<file path="src/rom_pkg.sv">
package rom_pkg;

    // memory is addressed in 32-bit words on the client side
    localparam int ROM_WAW = 22;

    // byte address on the AXI side, word address times four
    localparam int AXI_AW = ROM_WAW + 2;

    localparam int ROM_DW = 32;

    // client slots sharing the read port
    localparam int SLOTS = 4;

    // one memory word seen as bytes or as halfwords
    // b[0] and h[0] sit at the lowest byte address (little endian)
    typedef union packed {
        logic [3:0][7:0]  b;
        logic [1:0][15:0] h;
    } rom_word_t;

endpackage

</file>
<file path="src/rom_slot_arbiter.sv">
`timescale 1ns/1ps

module rom_slot_arbiter import rom_pkg::*; #(
    parameter int SLOTS = 4
) (
    input  logic                          clk,
    input  logic                          rst_n,
    input  logic                          vblank,
    input  logic                          downloading,
    input  logic [SLOTS-1:0]              req,
    input  logic [SLOTS-1:0][ROM_WAW-1:0] word_addr,
    output logic [SLOTS-1:0]              fill,
    output logic [ROM_DW-1:0]             fill_data,
    output logic [AXI_AW-1:0]             araddr,
    output logic                          arvalid,
    input  logic                          arready,
    input  logic [ROM_DW-1:0]             rdata,
    input  logic [1:0]                    rresp,
    input  logic                          rvalid,
    output logic                          rready,
    output logic                          refresh_en,
    output logic                          bus_err
);

    localparam logic [1:0] ST_IDLE = 2'd0;
    localparam logic [1:0] ST_ADDR = 2'd1;
    localparam logic [1:0] ST_DATA = 2'd2;

    localparam int IW = (SLOTS > 1) ? $clog2(SLOTS) : 1;

    logic [1:0]         state;
    logic [IW-1:0]      sel;        // slot being served
    logic [ROM_WAW-1:0] rd_addr;    // word address sent on the bus
    logic [IW-1:0]      pick;
    logic               take;
    logic               beat;

    // lowest slot number wins
    always_comb begin
        pick = '0;
        for (int i = SLOTS - 1; i >= 0; i--) begin
            if (req[i]) begin
                pick = IW'(i);
            end
        end
    end

    assign take = (state == ST_IDLE) && (|req) && !downloading;
    assign beat = (state == ST_DATA) && rvalid;    // rready is high in ST_DATA

    assign araddr    = {rd_addr, 2'b00};
    assign fill_data = rdata;

    // a slot that moved on to another word, or a download, drops the data
    always_comb begin
        fill = '0;
        if (beat && !downloading && (word_addr[sel] == rd_addr)) begin
            fill[sel] = 1'b1;
        end
    end

    always_ff @(posedge clk or negedge rst_n) begin
        if (!rst_n) begin
            state      <= ST_IDLE;
            arvalid    <= 1'b0;
            rready     <= 1'b0;
            refresh_en <= 1'b0;
            bus_err    <= 1'b0;
        end else begin
            refresh_en <= (state == ST_IDLE) && !(|req) && vblank;
            case (state)
                ST_IDLE: begin
                    if (take) begin
                        arvalid <= 1'b1;
                        state   <= ST_ADDR;
                    end
                end
                ST_ADDR: begin
                    // address stays put until the memory takes it
                    if (arready) begin
                        arvalid <= 1'b0;
                        rready  <= 1'b1;
                        state   <= ST_DATA;
                    end
                end
                ST_DATA: begin
                    if (rvalid) begin
                        rready <= 1'b0;
                        state  <= ST_IDLE;
                        if (rresp != 2'b00) begin
                            bus_err <= 1'b1;    // sticky
                        end
                    end
                end
                default: begin
                    arvalid <= 1'b0;
                    rready  <= 1'b0;
                    state   <= ST_IDLE;
                end
            endcase
        end
    end

    always_ff @(posedge clk) begin
        if (take) begin
            sel     <= pick;
            rd_addr <= word_addr[pick];
        end
    end

endmodule

</file>
<file path="src/rom_slot_cache.sv">
`timescale 1ns/1ps

module rom_slot_cache import rom_pkg::*; #(
    parameter int                 AW     = 8,
    parameter int                 DW     = 8,
    parameter logic [ROM_WAW-1:0] OFFSET = '0
) (
    input  logic               clk,
    input  logic               rst_n,
    input  logic               downloading,
    input  logic [AW-1:0]      addr,
    input  logic               cs,
    output logic [ROM_WAW-1:0] word_addr,
    output logic               req,
    input  logic               fill,
    input  logic [ROM_DW-1:0]  fill_data,
    output logic [DW-1:0]      dout,
    output logic               ok
);

    // client units per word decide how far the address moves
    localparam int SH = (DW == 8) ? 2 : ((DW == 16) ? 1 : 0);

    logic               valid;
    logic [ROM_WAW-1:0] tag;        // word address of the cached word
    rom_word_t          cword;
    logic               match;

    assign word_addr = OFFSET + ROM_WAW'(addr >> SH);

    // nothing counts as cached while a download is running
    assign match = valid && (tag == word_addr) && !downloading;

    assign ok  = cs && match;
    assign req = cs && !match && !downloading;

    always_ff @(posedge clk or negedge rst_n) begin
        if (!rst_n) begin
            valid <= 1'b0;
        end else if (downloading) begin
            valid <= 1'b0;          // memory contents are changing
        end else if (fill) begin
            valid <= 1'b1;
        end
    end

    // arbiter only fills when word_addr still equals the fetched address
    always_ff @(posedge clk) begin
        if (fill) begin
            tag   <= word_addr;
            cword <= fill_data;
        end
    end

    // pick the slot's data unit out of the cached word
    generate
        if (DW == 8) begin : g_byte
            assign dout = cword.b[addr[1:0]];
        end else if (DW == 16) begin : g_half
            assign dout = cword.h[addr[0]];
        end else begin : g_word
            assign dout = cword;    // full 32-bit slot
        end
    endgenerate

endmodule

</file>
<file path="src/rom_slots_top.sv">
`timescale 1ns/1ps

module rom_slots_top import rom_pkg::*; #(
    parameter int                 SLOT0_AW     = 8,
    parameter int                 SLOT0_DW     = 8,
    parameter logic [ROM_WAW-1:0] SLOT0_OFFSET = '0,
    parameter int                 SLOT1_AW     = 8,
    parameter int                 SLOT1_DW     = 8,
    parameter logic [ROM_WAW-1:0] SLOT1_OFFSET = '0,
    parameter int                 SLOT2_AW     = 8,
    parameter int                 SLOT2_DW     = 8,
    parameter logic [ROM_WAW-1:0] SLOT2_OFFSET = '0,
    parameter int                 SLOT3_AW     = 8,
    parameter int                 SLOT3_DW     = 8,
    parameter logic [ROM_WAW-1:0] SLOT3_OFFSET = '0
) (
    input  logic                clk,
    input  logic                rst_n,
    input  logic                vblank,
    input  logic                downloading,

    // client slots, slot 0 has top priority
    input  logic                slot0_cs,
    input  logic [SLOT0_AW-1:0] slot0_addr,
    output logic [SLOT0_DW-1:0] slot0_dout,
    output logic                slot0_ok,
    input  logic                slot1_cs,
    input  logic [SLOT1_AW-1:0] slot1_addr,
    output logic [SLOT1_DW-1:0] slot1_dout,
    output logic                slot1_ok,
    input  logic                slot2_cs,
    input  logic [SLOT2_AW-1:0] slot2_addr,
    output logic [SLOT2_DW-1:0] slot2_dout,
    output logic                slot2_ok,
    input  logic                slot3_cs,
    input  logic [SLOT3_AW-1:0] slot3_addr,
    output logic [SLOT3_DW-1:0] slot3_dout,
    output logic                slot3_ok,

    // AXI4-Lite read master
    output logic [AXI_AW-1:0]   araddr,
    output logic                arvalid,
    input  logic                arready,
    input  logic [ROM_DW-1:0]   rdata,
    input  logic [1:0]          rresp,
    input  logic                rvalid,
    output logic                rready,

    output logic                refresh_en,
    output logic                bus_err
);

    logic [SLOTS-1:0]              req;
    logic [SLOTS-1:0]              fill;
    logic [SLOTS-1:0][ROM_WAW-1:0] word_addr;
    logic [ROM_DW-1:0]             fill_data;   // shared by all caches

    rom_slot_cache #(.AW(SLOT0_AW), .DW(SLOT0_DW), .OFFSET(SLOT0_OFFSET)) u_slot0 (
        .clk         (clk),
        .rst_n       (rst_n),
        .downloading (downloading),
        .addr        (slot0_addr),
        .cs          (slot0_cs),
        .word_addr   (word_addr[0]),
        .req         (req[0]),
        .fill        (fill[0]),
        .fill_data   (fill_data),
        .dout        (slot0_dout),
        .ok          (slot0_ok)
    );

    rom_slot_cache #(.AW(SLOT1_AW), .DW(SLOT1_DW), .OFFSET(SLOT1_OFFSET)) u_slot1 (
        .clk         (clk),
        .rst_n       (rst_n),
        .downloading (downloading),
        .addr        (slot1_addr),
        .cs          (slot1_cs),
        .word_addr   (word_addr[1]),
        .req         (req[1]),
        .fill        (fill[1]),
        .fill_data   (fill_data),
        .dout        (slot1_dout),
        .ok          (slot1_ok)
    );

    rom_slot_cache #(.AW(SLOT2_AW), .DW(SLOT2_DW), .OFFSET(SLOT2_OFFSET)) u_slot2 (
        .clk         (clk),
        .rst_n       (rst_n),
        .downloading (downloading),
        .addr        (slot2_addr),
        .cs          (slot2_cs),
        .word_addr   (word_addr[2]),
        .req         (req[2]),
        .fill        (fill[2]),
        .fill_data   (fill_data),
        .dout        (slot2_dout),
        .ok          (slot2_ok)
    );

    rom_slot_cache #(.AW(SLOT3_AW), .DW(SLOT3_DW), .OFFSET(SLOT3_OFFSET)) u_slot3 (
        .clk         (clk),
        .rst_n       (rst_n),
        .downloading (downloading),
        .addr        (slot3_addr),
        .cs          (slot3_cs),
        .word_addr   (word_addr[3]),
        .req         (req[3]),
        .fill        (fill[3]),
        .fill_data   (fill_data),
        .dout        (slot3_dout),
        .ok          (slot3_ok)
    );

    rom_slot_arbiter #(.SLOTS(SLOTS)) u_arbiter (
        .clk         (clk),
        .rst_n       (rst_n),
        .vblank      (vblank),
        .downloading (downloading),
        .req         (req),
        .word_addr   (word_addr),
        .fill        (fill),
        .fill_data   (fill_data),
        .araddr      (araddr),
        .arvalid     (arvalid),
        .arready     (arready),
        .rdata       (rdata),
        .rresp       (rresp),
        .rvalid      (rvalid),
        .rready      (rready),
        .refresh_en  (refresh_en),
        .bus_err     (bus_err)
    );

endmodule

</file>
<file path="config.mk">
export PLATFORM = sky130hd
export DESIGN_NAME = rom_slots_top
export DESIGN_NICKNAME = d
export VERILOG_FILES = /design/src/rom_pkg.sv /design/src/rom_slot_arbiter.sv /design/src/rom_slot_cache.sv /design/src/rom_slots_top.sv
export SDC_FILE = /design/constraint.sdc
export NUM_CORES = 1
export LEC_CHECK = 0
export BUFFER_PORTS_ARGS = -buffer_cell sky130_fd_sc_hd__buf_4
export CAP_MARGIN = 20
export CORE_UTILIZATION = 50
export CTS_BUF_LIST = sky130_fd_sc_hd__clkbuf_16
export CTS_CLUSTER_DIAMETER = 150
export DETAILED_ROUTE_END_ITERATION = 6
export PLACE_DENSITY = 0.74
export SLEW_MARGIN = 20
export SYNTH_ARGS = -nofsm -noshare
export SYNTH_HDL_FRONTEND = slang
export SYNTH_HIERARCHICAL = 1
export SYNTH_SLANG_ARGS = --single-unit
</file>
<file path="constraint.sdc">
create_clock -name clk -period 6.8 [get_ports clk]
set_clock_uncertainty 0.15 [all_clocks]
set_input_delay 0.68 -clock clk [delete_from_list [all_inputs] [get_ports clk]]
set_output_delay 0.68 -clock clk [all_outputs]
set_load 0.02 [all_outputs]
</file>
==> impl_metrics.tcl <==
set metrics [dict create \
    grt_max_degree 41 \
    vias 5014 \
    cts_root_buf "clkbuf_16" \
    setup_viol 0 \
    drive_above_1_share 0.3765 \
    r2r_end "u_slot0/cword[21]$_DFFE_PP_" \
    fin_tns_setup_ns 0 \
    cts_buffer_depth 2 \
    p_leak_nw 3.821 \
    swShare 0.2724 \
    synth_flop_cell "edfxtp_1" \
    drtIter0Drc 312 \
    hpwl_mm 13.80 \
    timing.slew.headroom 0.2865 \
    tritoncts "done" \
    slew_violations 0 \
    die_area_sq_um 19410 \
    start_util 0.5178 \
    power_frac_comb 0.160 \
    die_x_um 139.3 \
    drtPass1Iterations 5 \
    timing.rr.start "u_arbiter/sel[0]$_DFFE_PP_" \
    syn-cell-area_sq_um 9428 \
    viasPerCell 5.516 \
    cts.clk_slew.worst_paths_ns 0.08 \
    worst_slew_pin_slew_ns 1.064 \
    place.gp.congestion 0.8015 \
    diodes 0 \
    ys_ff_latch 186 \
    syn_area_per_cell_sq_um 16.17 \
    crit_path_end_kind "flip-flop" \
    core-area_sq_um 18210 \
    cts_htree_levels 4 \
    first_global_vias 5309 \
    io_pins 140 \
    syn_to_final_growth_pct 12.42 \
    core.rowCount 49 \
    clk_latency_ns 0.43 \
    intPower_mw 2.000 \
    ff2ff_setup_slack_ns 3.15 \
    cts_resized 0 \
    max_freq_ghz 0.2740 \
    cts.sink_count 186 \
    r2r_cells 7 \
    async_flop_share 0.05376 \
    start_kind "flip-flop" \
    ir_drop_uv 165.7 \
    antenna_found_initial 1 \
    routed_wl_mm 19.46 \
    period_share 0.5368 \
    port_buffers 137 \
    drc 0 \
    synth_cell_types 46 \
    hold_viol_final 0 \
    cts_made_buffers 17 \
    maxCapViolCount 0 \
    rsz0062_at_grt "no" \
    cp-endpoint "u_slot0/cword[21]$_DFFE_PP_" \
    p_clk_frac 0.353 \
    p_per_area_nw_per_um2 259.4 \
    critical_path_class "flip-flop to flip-flop" \
    power_frac_seq 0.487 \
    cp-startpoint "u_arbiter/sel[0]$_DFFE_PP_" \
    antenna_left 0 \
    hp-class "primary input to flip-flop" \
    synth_edf_count 176 \
    worstPathRequired_ns 6.72 \
    worstPathMaxFanout 39 \
    post-route-min-period_ns 3.650 \
    synthCells 583 \
    die_h_um 139.3 \
    grt_first_pass_wirelength_mm 29.79 \
    nets 743 \
    grt_overflow_total 0 \
    worstPathArrival_ns 3.57 \
    power_mw 2.749 \
    yosysWarnings 6 \
    wl_per_cell_um 21.40 \
    status "completed" \
    grtUsageTotal 0.2091 \
    p_switching_uw 748.8 \
    yosysSeqAreaShare 0.5871 \
]
[cell usage after synthesis, types with 3 or more instances]
library cell    n  area (sq um)
dfrtp_1        10         250.2
nor3_1          7         35.03
buf_6          10         112.6
xnor2_1        24         210.2
mux4_2         62          1396
edfxtp_1      176          5285
clkbuf_2        4         20.02
o21ai_0         5         25.02
and3_1          5         31.28
nor4_2          4         50.05
a2111oi_0       3         26.28
inv_1           8         30.03
nor2_1         17         63.81
clkbuf_1        4         15.01
nand3_1         6         30.03
nor2b_1         3         18.77
nor3b_2         3         37.54
buf_4         122         915.9
a21oi_1         3         15.01
nand2b_1       11         68.82
buf_2           3         15.01
mux2i_1        26         260.3
a41oi_1         3         26.28
conb_1          5         18.77
xor2_1         22         192.7
nand2_1         6         22.52
nor4_1          6         37.54
o22ai_1         3         18.77
[layout make-up]
| cell class | count | area (sq um) |
|---|---|---|
| multi-input combinational | 307 | 3045 |
| tap | 229 | 286.5 |
| clock buffer | 17 | 425.4 |
| clock inverter | 15 | 170.2 |
| timing repair buffer | 147 | 1106 |
| inverter | 8 | 30.03 |
| fill | 1371 | 7610 |
| sequential | 186 | 5535 |
[power groups by stage]
stage                     clock, mW  sequential, mW  combinational [mW]
final                         0.971            1.34               0.439
after global routing           1.03            1.34               0.469
after CTS                     0.988            1.34               0.432
after detailed placement          0            1.36               0.430
after global placement            0            1.36               0.425
after floorplan                   0            1.39               0.303
[layout by cell type (no fill, tap or decap), types with 8 or more instances in the layout]
master and instances:
xnor2_1 24, conb_1 66, clkbuf_16 17, nor4_2 8, edfxtp_1 176, nand2b_1 11, mux2i_1 26, buf_4 146
dfrtp_1 10, xor2_1 22, nor2_1 16, mux4_2 62
[sequential cells by signal, summed over array words and instances (netlist names), 2 cells and up]
signal,cells
u_arbiter/rd_addr,22
u_arbiter/sel,2
u_arbiter/state,2
u_slot0/cword,32
u_slot0/tag,6
u_slot1/cword,32
u_slot1/tag,6
u_slot2/cword,32
u_slot2/tag,6
u_slot3/cword,32
u_slot3/tag,6
[timing repair]
item,in CTS,in global routing
endpoints found under the hold margin,10,0
setup buffers,0,0
hold buffers,1,0
endpoints found under the setup margin,0,0
[critical path, stage by stage, from the launching register on]
cell and delay [ns]:
edfxtp_1 0.59, buf_4 0.36, mux4_2 0.56, xnor2_1 0.20, nand3_1 0.11, or4_4 0.47
nor4_2 0.29, buf_4 0.53
[metal layers]
layer,up-vias,GRT usage,wire length [um]
met5,-,0,9
met4,2,0.06140,183
met3,14,0.05678,1335
met2,182,0.3645,10140
met1,2581,0.2543,7789
li1,2235,-,-
[through the flow]
stage | cell area [sq um] | hold slack [ns] | setup WS (ns) | cells | utilization
after floorplan | 9657 | 0.2344 | 0.3794 | 644 | -
after global placement | 9993 | 0.3150 | 3.310 | 876 | 0.5488
after detailed placement | 9993 | 0.3308 | 3.183 | 876 | 0.5488
after CTS | 10600 | 0.2837 | 3.124 | 909 | 0.5821
after global routing | 10600 | 0.2814 | 2.978 | 909 | 0.5821
final | 10600 | 0.2957 | 3.150 | 909 | 0.5821
[worst min-delay path by stage]
stage	start	to	slack [ns]	depth (start not counted)
after global routing	rdata[7]	u_slot1/cword[7]$_DFFE_PP_	0.28	1
after floorplan	rst_n	u_arbiter/arvalid$_DFFE_PN0P_	0.23	0
after detailed placement	u_arbiter/bus_err$_DFFE_PN0P_	u_arbiter/bus_err$_DFFE_PN0P_	0.33	1
after CTS	rdata[19]	u_slot0/cword[19]$_DFFE_PP_	0.28	1
final	rdata[3]	u_slot0/cword[3]$_DFFE_PP_	0.30	1
after global placement	u_arbiter/bus_err$_DFFE_PN0P_	u_arbiter/bus_err$_DFFE_PN0P_	0.32	1
[cell families (layout without fill, tap and decap cells)]
family,count (synthesis),after routing,synth area share
AOI/OAI and AO/OA,27,27,0.02110
muxes,91,91,0.1797
xor gates and xnor gates,46,46,0.04273
and+or+nand+nor,77,77,0.04977
other,5,66,0.001991
buffers and inverters,151,187,0.1176
DFF,186,186,0.5871
No activity file was read; power rests on OpenSTA's default activity.
